## config.mk

```make
export PLATFORM = sky130hd
export DESIGN_NAME = uart_emu_top
export DESIGN_NICKNAME = d
export VERILOG_FILES = /design/src/uart_emu_pkg.sv /design/src/uart_emu_top.sv /design/src/uart_ctrl_status.sv /design/src/uart_axil_slave.sv /design/src/uart_char_fifo.sv
export VERILOG_INCLUDE_DIRS = /design/src /design/src/include
export SDC_FILE = /design/constraint.sdc
export NUM_CORES = 1
export LEC_CHECK = 0
export BUFFER_PORTS_ARGS = -buffer_cell sky130_fd_sc_hd__buf_2
export CAP_MARGIN = 20
export CORE_MARGIN = 2
export CORE_UTILIZATION = 25
export CTS_BUF_LIST = sky130_fd_sc_hd__clkbuf_8
export CTS_CLUSTER_DIAMETER = 40
export DETAILED_ROUTE_END_ITERATION = 12
export PLACE_DENSITY = 0.43
export SYNTH_ARGS = -nofsm -noshare
export SYNTH_HDL_FRONTEND = slang
export SYNTH_HIERARCHICAL = 1
export SYNTH_SLANG_ARGS = --single-unit
```

## constraint.sdc

```tcl
create_clock -name clk -period 3.95 [get_ports clk]
set_input_delay 0.395 -clock clk [delete_from_list [all_inputs] [get_ports clk]]
set_output_delay 0.395 -clock clk [all_outputs]
set_load 0.005 [all_outputs]
```

## src/include/uart_emu_settings.svh

```systemverilog
`ifndef UART_EMU_SETTINGS_SVH
`define UART_EMU_SETTINGS_SVH

// AXI-Lite address width, covers the four word registers
`define UART_ADDR_W 4

// FIFO depths in characters
`define UART_RX_DEPTH 16
`define UART_TX_DEPTH 16

// Register byte offsets
`define UART_OFS_RX   4'h0
`define UART_OFS_TX   4'h4
`define UART_OFS_STAT 4'h8
`define UART_OFS_CTRL 4'hC

`endif
```

## src/uart_emu_pkg.sv

```systemverilog
`include "uart_emu_settings.svh"

package uart_emu_pkg;

    localparam logic [1:0] AXIL_OKAY   = 2'b00;
    localparam logic [1:0] AXIL_SLVERR = 2'b10;

    typedef logic [7:0] uart_char_t;

    typedef struct packed {
        logic [`UART_ADDR_W-1:0] addr;
    } axil_aw_t;

    typedef struct packed {
        logic [31:0] data;
        logic [3:0]  strb;
    } axil_w_t;

    typedef struct packed {
        logic [`UART_ADDR_W-1:0] addr;
    } axil_ar_t;

    typedef struct packed {
        logic [31:0] data;
        logic [1:0]  resp;
    } axil_r_t;

    typedef struct packed {
        logic [1:0] resp;
    } axil_b_t;

    // Word index of each register, address bits 3:2
    typedef enum logic [1:0] {
        RX_DATA = 2'(`UART_OFS_RX >> 2),
        TX_DATA = 2'(`UART_OFS_TX >> 2),
        STAT    = 2'(`UART_OFS_STAT >> 2),
        CTRL    = 2'(`UART_OFS_CTRL >> 2)
    } uart_reg_sel_e;

    typedef struct packed {
        logic          valid;
        uart_reg_sel_e sel;
        uart_char_t    data;
        logic          strb;
    } uart_wr_req_t;

    typedef struct packed {
        logic          valid;
        uart_reg_sel_e sel;
    } uart_rd_req_t;

    // Low six bits of the status word, rx_avail at bit 0
    typedef struct packed {
        logic overrun;
        logic intr_en;
        logic tx_full;
        logic tx_empty;
        logic rx_full;
        logic rx_avail;
    } uart_stat_t;

endpackage

```

## src/uart_emu_top.sv

```systemverilog
`timescale 1ns/1ps

`include "uart_emu_settings.svh"

module uart_emu_top (
    input  logic                     clk,
    input  logic                     rst,

    input  logic                     aw_valid,
    output logic                     aw_ready,
    input  uart_emu_pkg::axil_aw_t   aw,
    input  logic                     w_valid,
    output logic                     w_ready,
    input  uart_emu_pkg::axil_w_t    w,
    output logic                     b_valid,
    input  logic                     b_ready,
    output uart_emu_pkg::axil_b_t    b,
    input  logic                     ar_valid,
    output logic                     ar_ready,
    input  uart_emu_pkg::axil_ar_t   ar,
    output logic                     r_valid,
    input  logic                     r_ready,
    output uart_emu_pkg::axil_r_t    r,

    input  logic                     rx_valid,
    input  uart_emu_pkg::uart_char_t rx_ch,
    output logic                     tx_valid,
    output uart_emu_pkg::uart_char_t tx_ch,
    input  logic                     tx_ready,
    output logic                     intr
);

    uart_emu_pkg::uart_rd_req_t rd_req;
    uart_emu_pkg::uart_wr_req_t wr_req;
    uart_emu_pkg::axil_r_t      rd_rsp;
    uart_emu_pkg::uart_char_t   rx_data;
    uart_emu_pkg::uart_char_t   tx_data;

    logic wr_err;
    logic rx_in_ready;
    logic rx_avail;
    logic rx_pop;
    logic rx_clear;
    logic rx_drop;
    logic tx_in_ready;
    logic tx_push;
    logic tx_clear;

    // Receive strobe has no ready, so a full FIFO loses the character
    assign rx_drop = rx_valid && !rx_in_ready;

    uart_axil_slave u_slave (
        .clk      (clk),
        .rst      (rst),
        .aw_valid (aw_valid),
        .aw_ready (aw_ready),
        .aw       (aw),
        .w_valid  (w_valid),
        .w_ready  (w_ready),
        .w        (w),
        .b_valid  (b_valid),
        .b_ready  (b_ready),
        .b        (b),
        .ar_valid (ar_valid),
        .ar_ready (ar_ready),
        .ar       (ar),
        .r_valid  (r_valid),
        .r_ready  (r_ready),
        .r        (r),
        .rd_req   (rd_req),
        .rd_rsp   (rd_rsp),
        .wr_req   (wr_req),
        .wr_err   (wr_err)
    );

    uart_ctrl_status u_ctrl (
        .clk      (clk),
        .rst      (rst),
        .rd_req   (rd_req),
        .wr_req   (wr_req),
        .rd_rsp   (rd_rsp),
        .wr_err   (wr_err),
        .rx_avail (rx_avail),
        .rx_data  (rx_data),
        .rx_full  (!rx_in_ready),
        .rx_drop  (rx_drop),
        .rx_pop   (rx_pop),
        .rx_clear (rx_clear),
        .tx_empty (!tx_valid),
        .tx_full  (!tx_in_ready),
        .tx_push  (tx_push),
        .tx_data  (tx_data),
        .tx_clear (tx_clear),
        .intr     (intr)
    );

    uart_char_fifo #(
        .DEPTH (`UART_RX_DEPTH)
    ) rx_fifo (
        .clk       (clk),
        .rst       (rst),
        .clear     (rx_clear),
        .in_valid  (rx_valid),
        .in_ready  (rx_in_ready),
        .in_data   (rx_ch),
        .out_valid (rx_avail),
        .out_ready (rx_pop),
        .out_data  (rx_data)
    );

    uart_char_fifo #(
        .DEPTH (`UART_TX_DEPTH)
    ) tx_fifo (
        .clk       (clk),
        .rst       (rst),
        .clear     (tx_clear),
        .in_valid  (tx_push),
        .in_ready  (tx_in_ready),
        .in_data   (tx_data),
        .out_valid (tx_valid),
        .out_ready (tx_ready),
        .out_data  (tx_ch)
    );

endmodule

```

## src/uart_ctrl_status.sv

```systemverilog
`timescale 1ns/1ps

module uart_ctrl_status (
    input  logic                        clk,
    input  logic                        rst,
    input  uart_emu_pkg::uart_rd_req_t  rd_req,
    input  uart_emu_pkg::uart_wr_req_t  wr_req,
    output uart_emu_pkg::axil_r_t       rd_rsp,
    output logic                        wr_err,
    input  logic                        rx_avail,
    input  uart_emu_pkg::uart_char_t    rx_data,
    input  logic                        rx_full,
    input  logic                        rx_drop,
    output logic                        rx_pop,
    output logic                        rx_clear,
    input  logic                        tx_empty,
    input  logic                        tx_full,
    output logic                        tx_push,
    output uart_emu_pkg::uart_char_t    tx_data,
    output logic                        tx_clear,
    output logic                        intr
);

    uart_emu_pkg::uart_stat_t stat;

    logic intr_en;
    logic overrun;
    logic rx_avail_q;
    logic tx_empty_q;
    logic wr_tx;
    logic wr_ctrl;
    logic stat_rd;

    // A cleared strobe bit turns the write into a no-op
    assign wr_tx   = wr_req.valid && wr_req.strb && (wr_req.sel == uart_emu_pkg::TX_DATA);
    assign wr_ctrl = wr_req.valid && wr_req.strb && (wr_req.sel == uart_emu_pkg::CTRL);
    assign stat_rd = rd_req.valid && (rd_req.sel == uart_emu_pkg::STAT);

    assign wr_err   = wr_tx && tx_full;
    assign tx_push  = wr_tx && !tx_full;
    assign tx_data  = wr_req.data;
    assign tx_clear = wr_ctrl && wr_req.data[0];
    assign rx_clear = wr_ctrl && wr_req.data[1];
    assign rx_pop   = rd_req.valid && (rd_req.sel == uart_emu_pkg::RX_DATA) && rx_avail;

    always_ff @(posedge clk) begin
        if (rst) begin
            intr_en <= 1'b0;
            overrun <= 1'b0;
        end else begin
            if (wr_ctrl) begin
                intr_en <= wr_req.data[4];
            end
            // New drop wins over the clear on read
            if (rx_drop) begin
                overrun <= 1'b1;
            end else if (stat_rd) begin
                overrun <= 1'b0;
            end
        end
    end

    assign stat.overrun  = overrun;
    assign stat.intr_en  = intr_en;
    assign stat.tx_full  = tx_full;
    assign stat.tx_empty = tx_empty;
    assign stat.rx_full  = rx_full;
    assign stat.rx_avail = rx_avail;

    always_comb begin
        rd_rsp.data = '0;
        rd_rsp.resp = uart_emu_pkg::AXIL_OKAY;
        case (rd_req.sel)
            uart_emu_pkg::RX_DATA: begin
                if (rx_avail) begin
                    rd_rsp.data = {24'd0, rx_data};
                end else begin
                    rd_rsp.resp = uart_emu_pkg::AXIL_SLVERR;
                end
            end
            uart_emu_pkg::STAT: rd_rsp.data = {26'd0, stat};
            uart_emu_pkg::CTRL: rd_rsp.data = {27'd0, intr_en, 4'd0};
            default:            rd_rsp.data = '0;
        endcase
    end

    // Edge detect, pulse lands one cycle after the edge
    always_ff @(posedge clk) begin
        if (rst) begin
            rx_avail_q <= 1'b0;
            tx_empty_q <= 1'b1;
            intr       <= 1'b0;
        end else begin
            rx_avail_q <= rx_avail;
            tx_empty_q <= tx_empty;
            intr       <= intr_en && ((rx_avail && !rx_avail_q) || (tx_empty && !tx_empty_q));
        end
    end

endmodule

```

## src/uart_axil_slave.sv

```systemverilog
`timescale 1ns/1ps

module uart_axil_slave (
    input  logic                        clk,
    input  logic                        rst,

    input  logic                        aw_valid,
    output logic                        aw_ready,
    input  uart_emu_pkg::axil_aw_t      aw,
    input  logic                        w_valid,
    output logic                        w_ready,
    input  uart_emu_pkg::axil_w_t       w,
    output logic                        b_valid,
    input  logic                        b_ready,
    output uart_emu_pkg::axil_b_t       b,

    input  logic                        ar_valid,
    output logic                        ar_ready,
    input  uart_emu_pkg::axil_ar_t      ar,
    output logic                        r_valid,
    input  logic                        r_ready,
    output uart_emu_pkg::axil_r_t       r,

    output uart_emu_pkg::uart_rd_req_t  rd_req,
    input  uart_emu_pkg::axil_r_t       rd_rsp,
    output uart_emu_pkg::uart_wr_req_t  wr_req,
    input  logic                        wr_err
);

    typedef enum logic [1:0] {
        RD_IDLE,
        RD_REQ,
        RD_RESP
    } rd_state_e;

    typedef enum logic [1:0] {
        WR_ADDR,
        WR_DATA,
        WR_EXEC,
        WR_RESP
    } wr_state_e;

    rd_state_e rd_state;
    wr_state_e wr_state;

    uart_emu_pkg::uart_reg_sel_e rd_sel;
    uart_emu_pkg::uart_reg_sel_e wr_sel;
    uart_emu_pkg::uart_char_t    wr_data;
    logic                        wr_strb;

    // Read side
    always_ff @(posedge clk) begin
        if (rst) begin
            rd_state <= RD_IDLE;
        end else begin
            case (rd_state)
                RD_IDLE: begin
                    if (ar_valid) begin
                        rd_state <= RD_REQ;
                    end
                end
                RD_REQ:  rd_state <= RD_RESP;
                RD_RESP: begin
                    if (r_ready) begin
                        rd_state <= RD_IDLE;
                    end
                end
                default: rd_state <= RD_IDLE;
            endcase
        end
    end

    always_ff @(posedge clk) begin
        if (ar_valid && ar_ready) begin
            rd_sel <= uart_emu_pkg::uart_reg_sel_e'(ar.addr[3:2]);
        end
        // Response captured in the same cycle as the strobe
        if (rd_state == RD_REQ) begin
            r <= rd_rsp;
        end
    end

    assign ar_ready     = (rd_state == RD_IDLE);
    assign r_valid      = (rd_state == RD_RESP);
    assign rd_req.valid = (rd_state == RD_REQ);
    assign rd_req.sel   = rd_sel;

    // Write side
    always_ff @(posedge clk) begin
        if (rst) begin
            wr_state <= WR_ADDR;
        end else begin
            case (wr_state)
                WR_ADDR: begin
                    if (aw_valid) begin
                        wr_state <= WR_DATA;
                    end
                end
                WR_DATA: begin
                    if (w_valid) begin
                        wr_state <= WR_EXEC;
                    end
                end
                WR_EXEC: wr_state <= WR_RESP;
                WR_RESP: begin
                    if (b_ready) begin
                        wr_state <= WR_ADDR;
                    end
                end
                default: wr_state <= WR_ADDR;
            endcase
        end
    end

    always_ff @(posedge clk) begin
        if (aw_valid && aw_ready) begin
            wr_sel <= uart_emu_pkg::uart_reg_sel_e'(aw.addr[3:2]);
        end
        // Only the low byte lane reaches the registers
        if (w_valid && w_ready) begin
            wr_data <= w.data[7:0];
            wr_strb <= w.strb[0];
        end
        if (wr_state == WR_EXEC) begin
            b.resp <= wr_err ? uart_emu_pkg::AXIL_SLVERR : uart_emu_pkg::AXIL_OKAY;
        end
    end

    assign aw_ready     = (wr_state == WR_ADDR);
    assign w_ready      = (wr_state == WR_DATA);
    assign b_valid      = (wr_state == WR_RESP);
    assign wr_req.valid = (wr_state == WR_EXEC);
    assign wr_req.sel   = wr_sel;
    assign wr_req.data  = wr_data;
    assign wr_req.strb  = wr_strb;

endmodule

```

## src/uart_char_fifo.sv

```systemverilog
`timescale 1ns/1ps

module uart_char_fifo #(
    parameter int DEPTH = 16
) (
    input  logic                    clk,
    input  logic                    rst,
    input  logic                    clear,
    input  logic                    in_valid,
    output logic                    in_ready,
    input  uart_emu_pkg::uart_char_t in_data,
    output logic                    out_valid,
    input  logic                    out_ready,
    output uart_emu_pkg::uart_char_t out_data
);

    localparam int PTR_W = (DEPTH > 1) ? $clog2(DEPTH) : 1;
    localparam int CNT_W = $clog2(DEPTH + 1);

    uart_emu_pkg::uart_char_t mem [DEPTH];

    logic [PTR_W-1:0] wr_ptr;
    logic [PTR_W-1:0] rd_ptr;
    logic [CNT_W-1:0] count;
    logic             push;
    logic             pop;

    assign in_ready  = (count != CNT_W'(DEPTH));
    assign out_valid = (count != '0);
    assign out_data  = mem[rd_ptr];

    assign push = in_valid && in_ready;
    assign pop  = out_valid && out_ready;

    always_ff @(posedge clk) begin
        if (push) begin
            mem[wr_ptr] <= in_data;
        end
    end

    // Pointers wrap at DEPTH, which need not be a power of two
    always_ff @(posedge clk) begin
        if (rst || clear) begin
            wr_ptr <= '0;
            rd_ptr <= '0;
            count  <= '0;
        end else begin
            if (push) begin
                wr_ptr <= (wr_ptr == PTR_W'(DEPTH - 1)) ? '0 : wr_ptr + 1'b1;
            end
            if (pop) begin
                rd_ptr <= (rd_ptr == PTR_W'(DEPTH - 1)) ? '0 : rd_ptr + 1'b1;
            end
            case ({push, pop})
                2'b10:   count <= count + 1'b1;
                2'b01:   count <= count - 1'b1;
                default: count <= count;
            endcase
        end
    end

endmodule

```

# ---- Word-level counts from Yosys, hierarchy flattened
# Memory sizes are Yosys's and may differ from the RTL's. A register that Yosys moved wholly into a read port is not among the register bits.
# Index checks and enable logic that the tools add are counted.
dict set report word_totals {
  inputBits 61
  memories 2
  regBits 84
  mem_bits_rw 256
  output_inout_bits 51
}
# memory depth width rd rd_ports_with_merged_regs wr line_no
set memory_table {}
lappend memory_table {rx_fifo.mem 16 8 1 1 1 uart_char_fifo.sv:20} ;# uart_emu_pkg::uart_char_t mem [DEPTH];
lappend memory_table {tx_fifo.mem 16 8 1 1 1 uart_char_fifo.sv:20}
dict set report classes {
  n_eq_ne 24
  n_mux 27
  n_reduce_logical 39
  add_sub_neg 8
}
# op count
set ops {}
lappend ops {{$mux W4} 8}
lappend ops {{$pmux W8 S3} 1}
lappend ops {{$logic_and A1 B1 Y1} 21}
lappend ops {{$pmux W5 S2} 2}
lappend ops {{$add A4 B1 Y4 const B} 4}
lappend ops {{$eq A2 B2 Y1 const B} 8}
lappend ops {{$eq A4 B4 Y1 const B} 4}
lappend ops {{$mux W2} 7}
lappend ops {{$add A5 B1 Y5 const B} 2}
lappend ops {{$eq A2 B1 Y1 const B} 5}
lappend ops {{$ne A5 B5 Y1 const B} 2}
lappend ops {{$reduce_bool A5 Y1} 2}
lappend ops {{$sub A5 B1 Y5 const B} 2}
lappend ops {{$mux W8} 1}
lappend ops {{$pmux W2 S4} 1}
lappend ops {{$logic_not A2 Y1} 3}
lappend ops {{$mux W1} 6}
lappend ops {{$ne A2 B2 Y1 const B} 3}
lappend ops {{$pmux W2 S3} 1}
lappend ops {{$reduce_bool A2 Y1} 3}
lappend ops {{$logic_not A1 Y1} 5}
lappend ops {{$ne A2 B1 Y1 const B} 2}
lappend ops {{$logic_or A1 B1 Y1} 3}
lappend ops {{$reduce_and A3 Y1} 1}
lappend ops {{$reduce_and A2 Y1} 1}

# ---- Logic depth before layout (Yosys ltp)
# Gate-level depths: netlist of run 1.
dict set report logic_depth {
  ltp_word 7
  ltp_mapped 15
  mapped_depth_nobuf 12
}

# ---- By module
# Netlist of run 1, hierarchy kept.
# module instances seq_area_each_um2 cells_per_inst area_each_um2
set modules_own_cells {}
lappend modules_own_cells {uart_char_fifo 2 4184.0 299 5957.0}
lappend modules_own_cells {uart_axil_slave 1 1521.5 81 1721.7}
lappend modules_own_cells {uart_ctrl_status 1 100.1 81 610.6}
lappend modules_own_cells {uart_emu_top 1 0.0 4 17.5}

# ---- Least setup slack after synthesis of run 1
# Ideal clock, no wire load.
dict set report synth_timing {
  path_type {register to register}
  startpoint {reg u_slave.rd_state[0]}
  endpoint {reg rx_fifo.count[2]}
  slack_ns 0.037
  required_ns 3.879
  path_stages_with_launch 13
  t_arrival_ns 3.842
  cell_sequence {dfxtp_1 > nor2b_1 > and3_1 > o21ai_2 > inv_1 > ha_1 > clkbuf_1 > xor2_1 > ha_1 > a21oi_1 > xnor2_1 > or3_1 > a21oi_1}
}
# element line_no
set synth_rtl {}
lappend synth_rtl {{start: declaration} uart_axil_slave.sv:43} ;# rd_state_e rd_state;
lappend synth_rtl {{start signal: assignment} uart_axil_slave.sv:54} ;# rd_state <= RD_IDLE;
lappend synth_rtl {{start signal: assignment} uart_axil_slave.sv:59} ;# rd_state <= RD_REQ;
lappend synth_rtl {{start signal: assignment} uart_axil_slave.sv:62} ;# RD_REQ: rd_state <= RD_RESP;
lappend synth_rtl {{end signal: assignment} uart_char_fifo.sv:55} ;# 2'b10: count <= count + 1'b1;
lappend synth_rtl {{end signal: assignment} uart_char_fifo.sv:56} ;# 2'b01: count <= count - 1'b1;
lappend synth_rtl {{end signal: assignment} uart_char_fifo.sv:57} ;# default: count <= count;
lappend synth_rtl {{end: declaration} uart_char_fifo.sv:24} ;# logic [CNT_W-1:0] count;

==> metrics.md, run 1 <==
| Metric | Value |
|---|---|
| Outcome | `finished clean` |
| Final hold vios | `0` |
| DR iter-0 viols | `~360` |
| Synth Cell Area | `between 10000 and 15000 µm²` |
| P_leak | `between 5 and 6 nW` |
| Fin area | `~17000 µm²` |
| CP Launch Type | `flop` |
| Syn_area_per_cell | `18.7 µm²` |
| Final worst setup slack | `0.814 ns` |
| Yosys warns | `6` |
| Gpl congestion | `between 0.7 and 0.8` |
| Yosys reg bits | `about 350` |
| Fin crit share | `0.794` |
| Rows | `87` |
| Clock Path Buffers | `3` |
| Async SR Flop Fraction | `0` |
| Layout cells sized above 1 | `0.261` |
| RSZ-0062 raised after global routing | `false` |
| Clk_lat worst skew | `0.62 ns` |
| Peak Freq | `0.319 GHz` |
| Register area share after synthesis | `0.700` |
| Slew at the pin closest to its max-slew limit | `between 0.7 and 0.8 ns` |
| Distinct cells, synth | `53` |
| Drt wl/cell | `approximately 18 µm` |
| Core Region | `approximately 56000 µm²` |
| Hold Startpoint | `r_ready` |
| Postcts setup bufs | `0` |
| Most common flop cell mapped by yosys | `edfxtp_1` |
| PwrDens | `between 400 and 500 nW/µm²` |
| Slew Viols, Final | `0` |
| Die area | `between 50000 and 60000 µm²` |
| ANT cells | `0` |
| Global Route Usage Sum | `0.107` |
| Vias in the first global route | `between 7000 and 8000` |
| Initial antenna violation count | `1` |
| Most frequent cells in the layout | `edfxtp_1 (304), buf_2 (79), clkbuf_8 (74)` |
| Pre-antenna DRT Iters | `4` |
| H-tree levels | `3` |
| Chip Height | `243 µm` |
| Clk pin slew, worst setup/hold paths | `about 0.060 ns` |
| Min-delay worst type | `input port to flop` |
| Final setup fails | `0` |
| Detailed-route via count | `about 7000` |
| Worst vdd ir | `0.285 mV` |
| Post_cts resized | `0` |
| Gate Count Post-Synth | `764` |
| Final ANT Viol Nets | `0` |
| Req. time, crit path | `between 3 and 4 ns` |
| Most common cell after layout, fill and taps aside | `edfxtp_1` |
| Reg2Reg Setup Slack | `between 0.8 and 0.9 ns` |
| # clock sinks | `between 300 and 400` |
| Relative slew slack | `0.504` |
| Boundary Pins | `112` |
| Worst hold margin | `0.0999 ns` |
| CTS buffer count | `between 70 and 80` |
| EDFF count, synth | `slightly above 300` |
| Largest net degree at the start of global routing | `37` |
| Worst Path Max Fanout | `14` |
| Max-Cap Viols | `0` |
| Layout net count | `a little under 1000` |
| Clock skew | `approximately 0.028 ns` |
| Die width | `roughly 240 µm` |
| Root cell of the clock tree | `clkbuf_8` |
| CTS tree | `yes` |
| CP Capture Type | `primary output` |
| Worst slack, placed | `~0.85 ns` |
| Vias/cell | `slightly above 4` |
| Placement Cell Area | `roughly 15000 µm²` |
| Remaining Overflow, GRT | `0` |
| HPWL after DPL | `19500 µm` |
| Drt drc | `0` |
| Worst path arrival time | `2.74 ns` |
| CP Class | `flop to primary output` |
| Final wirelength | `~31000 µm` |
| Port bufs | `79` |
| Starting Density | `0.253` |
| First-pass GRT wire length | `47000 µm` |
| Crit path time final | `3.14 ns` |
| Setup_tns | `0 ns` |
| P&R area growth vs syn | `18.5%` |
| FF-to-FF Start | `tx_fifo/count[2]` |
[timing repair]
action,in CTS,in global routing
hold buffers,14,0
hold endpoints to repair,14,0
setup endpoints to repair,0,0
[power breakdown]
| group | total [mW] | internal (mW) | switching, mW |
|---|---|---|---|
| Sequential | 4.22 | 4.12 | 0.105 |
| Combinational | 0.423 | 0.190 | 0.232 |
| Clock | 3.72 | 2.14 | 1.58 |
| Total | 8.37 | 6.45 | 1.92 |
[through the flow]
| stage | total power, mW | utilization | std cells |
|---|---|---|---|
| after CTS | 8.54 | 0.300 | 1705 |
| after global placement | 4.72 | 0.272 | 1568 |
| after floorplan | 4.55 | - | 788 |
| after global routing | 8.76 | 0.300 | 1705 |
| final | 8.37 | 0.300 | 1705 |
| after detailed placement | 4.72 | 0.272 | 1568 |
[layout make-up]
cell class | instances | area [µm²]
Fill cell | 5653 | 39500
Sequential cell | 347 | 9990
Multi-Input combinational cell | 348 | 3810
Clock buffer | 74 | 1020
Tap cell | 756 | 946
Timing Repair Buffer | 110 | 663
Clock inverter | 49 | 394
Inverter | 21 | 78.8
[critical path, stage by stage, from the launching register on]
cell,delay [ns]
dfxtp_2,0.46
buf_4,0.33
mux4_1,0.65
mux4_2,0.52
buf_2,0.15
[logic make-up (layout without fill, tap and decap cells)]
family | after synthesis | in the layout | synth area share
other | 2 | 26 | 0.000527
adders and majority gates | 20 | 20 | 0.0175
muxes | 90 | 90 | 0.146
and+or+nand+nor | 139 | 139 | 0.0573
xor gates and xnor gates | 12 | 12 | 0.00737
AOI/OAI and AO/OA | 61 | 61 | 0.0283
DFF | 347 | 347 | 0.700
buffers and inverters | 93 | 254 | 0.0426
[sequential cells by signal, summed over array words and instances (netlist names), 4 cells and up, named ones only]
register,cells
rx_fifo/mem,128
u_slave/wr_data,8
tx_fifo/mem,128
u_slave/r,34
rx_fifo/wr_ptr,4
tx_fifo/wr_ptr,4
tx_fifo/count,5
rx_fifo/count,5
rx_fifo/rd_ptr,4
tx_fifo/rd_ptr,4
[final timing paths]
kind / to / cells after the start
worst max-delay path: tx_ch[1] / 4
worst min-delay path: u_slave/rd_state[1] / 4
worst max register to register: tx_fifo/count[2] / 13
worst min register to register: u_ctrl/intr / 2
[synthesized netlist by cell type (6+ instances only)]
library cell | instances | area share
o21ai_0 | 7 | 0.0025
nor4b_1 | 9 | 0.0055
and2_1 | 31 | 0.014
nand2_1 | 24 | 0.0063
ha_1 | 20 | 0.018
a21oi_1 | 22 | 0.0077
nor2b_1 | 6 | 0.0026
clkbuf_1 | 13 | 0.0034
edfxtp_1 | 304 | 0.64
inv_1 | 21 | 0.0055
buf_4 | 37 | 0.019
mux2i_1 | 10 | 0.0070
buf_1 | 7 | 0.0018
dfxtp_1 | 43 | 0.060
mux4_2 | 32 | 0.051
nor2_1 | 22 | 0.0058
xor2_1 | 10 | 0.0061
nand3b_1 | 9 | 0.0047
and3_1 | 6 | 0.0026
mux4_1 | 48 | 0.088
[per-layer routing]
metal	up-vias	part of all wire	GRT usage
li1	3284	-	-
met1	3570	0.43	0.129
met2	126	0.50	0.181
met3	64	0.042	0.0304
met4	2	0.029	0.0438
met5	-	0.00042	0
Power figures use the tool's default switching activity.
==> run 2, diff against run 1 <==
ABC_AREA = 1   (was unset)
clock period = 2.6 ns   (was 3.95 ns; I/O delays follow)
==> metrics.md, run 2 <==
| Metric | Value |
|---|---|
| Outcome | `finished clean` |
| HPWL after DPL | `21200 µm` |
| Chip Height | `approximately 250 µm` |
| Yosys top cell area share | `0.617` |
| Setup_tns | `0 ns` |
| P&R area growth vs syn | `20.3%` |
| Placement Cell Area | `16200 µm²` |
| Fin area | `~18000 µm²` |
| Most common flop cell mapped by yosys | `edfxtp_1` |
| Slowest stage delay, CP | `0.49 ns` |
| Worst path cell trace | `buf_12, buf_4, a21oi_1, o21ai_0, nand3_1, nand3_1, nand2_1, buf_2` |
| Root cell of the clock tree | `clkbuf_8` |
| Slew Viols, Final | `0` |
| Synth Area in Simple Gates | `0.118` |
| Top post-synthesis cells by count | `edfxtp_1 (304), inv_1 (189), nand2_1 (176)` |
| Post-route core utilization | `0.303` |
| XOR/XNOR Fraction of Synth Area | `0.00473` |
| Core Region | `a little under 60000 µm²` |
| H-tree levels | `3` |
| Global Route Usage Sum | `0.110` |
| Drt wl/cell | `~15 µm` |
| CTS tree | `yes` |
| Sequential share of power | `0.455` |
| Remaining Overflow, GRT | `0` |
| Vias in the first global route | `around 9000` |
| Clock power frac | `0.383` |
| Crit path top cell by count | `nand3_1` |
| Compound-Gate Fraction of Synth Area | `0.0964` |
| Mux contribution to synthesized area | `0` |
| Synth Cell Area | `approximately 15000 µm²` |
| Slew at the pin closest to its max-slew limit | `0.746 ns` |
| Max-Cap Viols | `0` |
| Fin crit share | `0.922` |
| Synth area leader | `edfxtp_1` |
| Worst Path Max Fanout | `between 40 and 50` |
| Layout cells sized above 1 | `0.186` |
| Most common cell after layout, fill and taps aside | `edfxtp_1` |
| PwrDens | `between 800 and 900 nW/µm²` |
| Largest family of logic cells by synthesized area | `simple AND/OR/NAND/NOR gates` |
| Drt drc | `0` |
| Die width | `approximately 250 µm` |
| Clk pin slew, worst setup/hold paths | `~0.06 ns` |
| Largest net degree at the start of global routing | `59` |
| DR iter-0 viols | `500` |
| Most common cell in the netlist | `edfxtp_1` |
| Register area share after synthesis | `0.675` |
| Total power | `14.5 mW` |
| Gpl congestion | `between 0.8 and 0.9` |
| Yosys warns | `6` |
| CP Capture Type | `primary output` |
| Syn_area_per_cell | `roughly 11 µm²` |
| Peak Freq | `approximately 0.42 GHz` |
| Req. time, crit path | `2.34 ns` |
| Crit path time final | `2.40 ns` |
| EDFF count, synth | `slightly above 300` |
| Async SR Flop Fraction | `0` |
| CP Launch Type | `flop` |
| Detailed-route via count | `~9400` |
| Final wirelength | `roughly 33000 µm` |
| Gate Count Post-Synth | `1289` |
| Combinational Power Share | `0.162` |
| CP max stage cell | `dfxtp_4` |
| Vias/cell | `just over 4` |
| Pre-antenna DRT Iters | `5` |
| P_leak | `between 6 and 7 nW` |
| First-pass GRT wire length | `a little over 50000 µm` |
| Final ANT Viol Nets | `0` |
| Starting Density | `0.252` |
| Clock Path Buffers | `3` |
| Distinct cells, synth | `35` |
| Relative slew slack | `0.501` |
| Clock skew | `~0.025 ns` |
| NetSw | `4.13 mW` |
| Top post-synthesis cells by area | `edfxtp_1 (62%), dfxtp_1 (5.8%), inv_1 (4.8%)` |
| CTS buffer count | `68` |
| Initial antenna violation count | `1` |
| Regs by FF count | `rx_fifo/mem: 128 flops, tx_fifo/mem: 128 flops, u_slave/r: 34 flops` |
| Layout net count | `approximately 1500` |
| Worst vdd ir | `~0.37 mV` |
| Clk_lat worst skew | `0.62 ns` |
| Most frequent cells in the layout | `edfxtp_1 (304), inv_1 (208), nand2_1 (176)` |
| # clock sinks | `about 350` |
| Final setup fails | `0` |
| Sw frac | `0.285` |
| CP Class | `flop to primary output` |
| Register area | `around 10000 µm²` |
| Die area | `61200 µm²` |
| # fillers | `between 6000 and 7000` |
| Multi-input logic area | `3590 µm²` |
| Yosys reg bits | `~350` |
| Worst path arrival time | `roughly 2.1 ns` |
| Post-synthesis adder-cell area fraction | `0.0169` |
| Boundary Pins | `between 100 and 150` |
| Final hold vios | `0` |
| Internal power | `slightly above 10 mW` |
| Rows | `89` |
| Min-delay worst type | `input port to flop` |
| RSZ-0062 raised after global routing | `false` |
| Port bufs | `around 80` |
run 2: worst paths after layout:
path	depth (start not counted)	slack, ns	start	endpoint
worst max-delay path	8	0.20	flop	tx_ch[2]
worst min-delay path	1	0.07	rx_ch[5]	rx_fifo/mem[1][5]
worst max register to register	17	0.24	rx_fifo/count[1]	rx_fifo/count[4]
worst min register to register	1	0.51	tx_fifo/count[0]	tx_fifo/count[0]
run 2: cells by family after synthesis:
kind of cell	after synthesis
other	2
AO/OA/AOI/OAI	231
buffers and inverters	284
AND/OR/NAND/NOR	397
XOR/XNOR	8
flip-flops	347
adder cells (fa/ha/maj)	20
run 2: cell type report:
cell class | count | area share
Antenna cell | 1 | 0.000140
Clock buffer | 73 | 0.0564
Clock inverter | 50 | 0.0215
Inverter | 198 | 0.0422
Multi-Input combinational cell | 682 | 0.202
Sequential cell | 347 | 0.562
Tap cell | 773 | 0.0543
Timing Repair Buffer | 158 | 0.0621
run 2: timing repair:
action,4_1_cts,5_1_grt
gates resized for setup,1,1
hold buffers,22,0
hold endpoints to repair,27,0
endpoints found under the setup margin,3,2
buffers inserted,0,3
pin swaps,0,2
run 2: critical path: cells and delay by family, from the launching register on:
kind	cells	cell delay, ns
AOI/OAI and AO/OA	2	0.11
buffers and inverters	3	0.60
DFF	1	0.49
and+or+nand+nor	3	0.28
run 2: through the flow:
stage,hold WS (ns),instances,setup WS (ns)
finish,0.0686,2282,0.203
global route,0.0338,2282,0.00179
CTS,0.00218,2278,0.0957
detailed placement,0.439,2133,0.153
global placement,0.439,2133,0.156
floorplan,0.322,1313,0.00996
run 2: layer usage:
| metal | part of all wire | global-route usage | wire [µm] |
|---|---|---|---|
| met5 | 0 | 0 | 0 |
| met4 | 0.022 | 0.0451 | 741 |
| met3 | 0.047 | 0.0300 | 1550 |
| met2 | 0.48 | 0.177 | 15900 |
| met1 | 0.45 | 0.138 | 14900 |
run 2: power by group through the flow:
stage / clock (mW) / combinational, mW / sequential [mW]
after floorplan: 0 / 1.77 / 6.55
after global placement: 0 / 2.33 / 6.70
after detailed placement: 0 / 2.34 / 6.71
after CTS: 5.78 / 2.38 / 6.60
after global routing: 6.02 / 2.72 / 6.63
final: 5.55 / 2.35 / 6.59
==> run 3, diff against run 2 <==
PLACE_DENSITY = 0.42   (was 0.43)
clock period = 2.4 ns   (was 2.6 ns; I/O delays follow)
==> metrics.md, run 3 (same netlist as run 2, synthesis figures left out) <==
| Metric | Value |
|---|---|
| Final ANT Viol Nets | `0` |
| Worst hold endpoint | `rx_fifo/mem[6][3]` |
| Remaining Overflow, GRT | `0` |
| # fillers | `approximately 6100` |
| H-tree levels | `3` |
| Total power | `between 15 and 20 mW` |
| Largest net degree at the start of global routing | `65` |
| Initial antenna violation count | `0` |
| ANT cells | `0` |
| Placed Instances | `roughly 2100` |
| Die width | `247 µm` |
| DR iter-0 viols | `about 480` |
| Gpl congestion | `about 0.76` |
| Crit path top cell by count | `nand3_1` |
| Port bufs | `79` |
| Regs by FF count | `rx_fifo/mem: 128 flops, tx_fifo/mem: 128 flops, u_slave/r: 34 flops` |
| Reg2Reg Setup Slack | `~0.20 ns` |
| Crit path time final | `between 2 and 2.5 ns` |
| FF-to-FF End | `rx_fifo/count[4]` |
| WHS Path Cells | `1` |
| Most frequent cells in the layout | `edfxtp_1 (304), inv_1 (209), nand2_1 (175)` |
| Drt wl/cell | `between 15 and 20 µm` |
| CP max stage cell | `dfxtp_4` |
| CP Buf/Inv Count | `2` |
| Setup_tns | `0 ns` |
| Die area | `~61000 µm²` |
| Clk pin slew, worst setup/hold paths | `roughly 0.06 ns` |
| Root cell of the clock tree | `clkbuf_8` |
| Peak Freq | `between 0.4 and 0.5 GHz` |
| Layout cells sized above 1 | `0.202` |
| CTS tree | `yes` |
| Pre-antenna DRT Iters | `5` |
| CP Class | `flop to primary output` |
| Max-Cap Viols | `0` |
| # clock sinks | `between 300 and 400` |
| Worst path arrival time | `2.03 ns` |
| Relative slew slack | `0.521` |
| Starting Density | `0.252` |
| Clock skew | `between 0.02 and 0.025 ns` |
| Most common cell after layout, fill and taps aside | `edfxtp_1` |
| PwrDens | `about 890 nW/µm²` |
| Slew Viols, Final | `0` |
| Boundary Pins | `approximately 110` |
| Final setup fails | `0` |
| Global Route Usage Sum | `0.116` |
| Chip Height | `247 µm` |
| CP Capture Type | `primary output` |
| FF-to-FF Start | `rx_fifo/count[2]` |
| Slew at the pin closest to its max-slew limit | `approximately 0.72 ns` |
| First-pass GRT wire length | `53700 µm` |
| Layout net count | `between 1500 and 2000` |
| Clock Path Buffers | `3` |
| Multi-input logic area | `between 3000 and 4000 µm²` |
| Final hold vios | `0` |
| Outcome | `finished clean` |
| Rows | `just under 90` |
| CP Launch Type | `flop` |
| Non-filler cells, final | `around 2300` |
| Detailed-route via count | `around 9600` |
| HPWL after DPL | `roughly 22000 µm` |
| Req. time, crit path | `roughly 2.2 ns` |
| Vias/cell | `4.15` |
| Worst Path Max Fanout | `21` |
| RSZ-0062 raised after global routing | `true` |
| Worst path cell trace | `buf_16, a21oi_1, o21ai_0, nand3_1, nand3_1, nand2_1, buf_2` |
| Drt drc | `0` |
| Worst vdd ir | `between 0.3 and 0.4 mV` |
| P&R area growth vs syn | `22.7%` |
| Core Region | `approximately 60000 µm²` |
| Final wirelength | `35500 µm` |
| Post-route core utilization | `0.309` |
| Fin crit share | `0.946` |
| Cell family with the largest share of critical-path delay | `flip-flops` |
| Slowest stage delay, CP | `around 0.50 ns` |
| CTS buffer count | `just over 70` |
| Reg2Reg Depth | `17` |
| Hold Startpoint | `rx_ch[3]` |
| Vias in the first global route | `around 9600` |
| P_leak | `6.99 nW` |
| Register area | `10000 µm²` |
| Min-delay worst type | `input port to flop` |
| Clk_lat worst skew | `roughly 0.64 ns` |
run 3: changes by cell type in the layout (fill, tap and decap cells not counted), sizes merged:
| cell | change |
|---|---|
| buf | +12 |
| dlygate4sd3 | +6 |
| clkinv | +4 |
| inv | +2 |
| bufinv | +1 |
| clkbuf | +1 |
| clkinvlp | -1 |
| diode | -1 |
run 3: metrics by stage:
step / cell area [µm²] / hold slack [ns] / setup WS (ns)
detailed placement: 16200 / 0.418 / 0.0981
global placement: 16200 / 0.418 / 0.137
global route: 18200 / 0.0211 / -0.0378
CTS: 18000 / 0.0000472 / 0.0186
finish: 18200 / 0.0608 / 0.130
floorplan: 14900 / 0.295 / 0.00331
run 3: layout make-up:
| cell class | instances | area share |
|---|---|---|
| tap | 773 | 0.0532 |
| timing repair buffer | 178 | 0.0753 |
| multi-input combinational | 682 | 0.200 |
| sequential | 347 | 0.550 |
| clock buffer | 72 | 0.0545 |
| clock inverter | 56 | 0.0247 |
| inverter | 198 | 0.0416 |
run 3: routing by layer:
metal / track usage / share of wire / vias to the layer above / wire length, µm
li1: - / - / 4770 / -
met1: 0.148 / 0.46 / 4561 / 16300
met2: 0.190 / 0.48 / 166 / 16900
met3: 0.0287 / 0.040 / 66 / 1430
met4: 0.0442 / 0.025 / 0 / 880
met5: 0 / 0 / - / 0
run 3: worst max-delay path by stage:
stage / slack [ns] / endpoint / from / cells past startpoint
after global routing: -0.04 / rx_fifo/count[4] / u_slave/rd_sel[1] / 18
final: 0.13 / tx_ch[0] / flop / 7
after CTS: 0.02 / tx_ch[1] / flop / 7
after detailed placement: 0.1 / rx_fifo/count[4] / rx_fifo/count[1] / 18
after floorplan: 0.003 / rx_fifo/count[4] / u_slave/rd_state[1] / 19
after global placement: 0.14 / tx_fifo/count[4] / u_slave/wr_state[0] / 17
run 3: power breakdown:
| group | total, mW | switching (mW) | internal (mW) |
|---|---|---|---|
| Sequential | 7.13 | 0.257 | 6.88 |
| Clock | 6.16 | 2.67 | 3.50 |
| Combinational | 2.92 | 1.76 | 1.16 |
run 3: what timing repair did:
| item | CTS | global route |
|---|---|---|
| endpoints found under the setup margin | 8 | 11 |
| gates cloned | 1 | 2 |
| resized for setup | 3 | 15 |
| pin swaps | 0 | 4 |
| hold endpoints to repair | 125 | 0 |
| setup buffers | 3 | 5 |
| hold buffers | 28 | 0 |
run 3: worst reg2reg max path: cells and delay by family (launching register included):
kind	cells	cell delay, ns
DFF	1	0.34
adders and majority gates	2	0.34
and+or+nand+nor	10	1.04
buffers and inverters	5	0.41
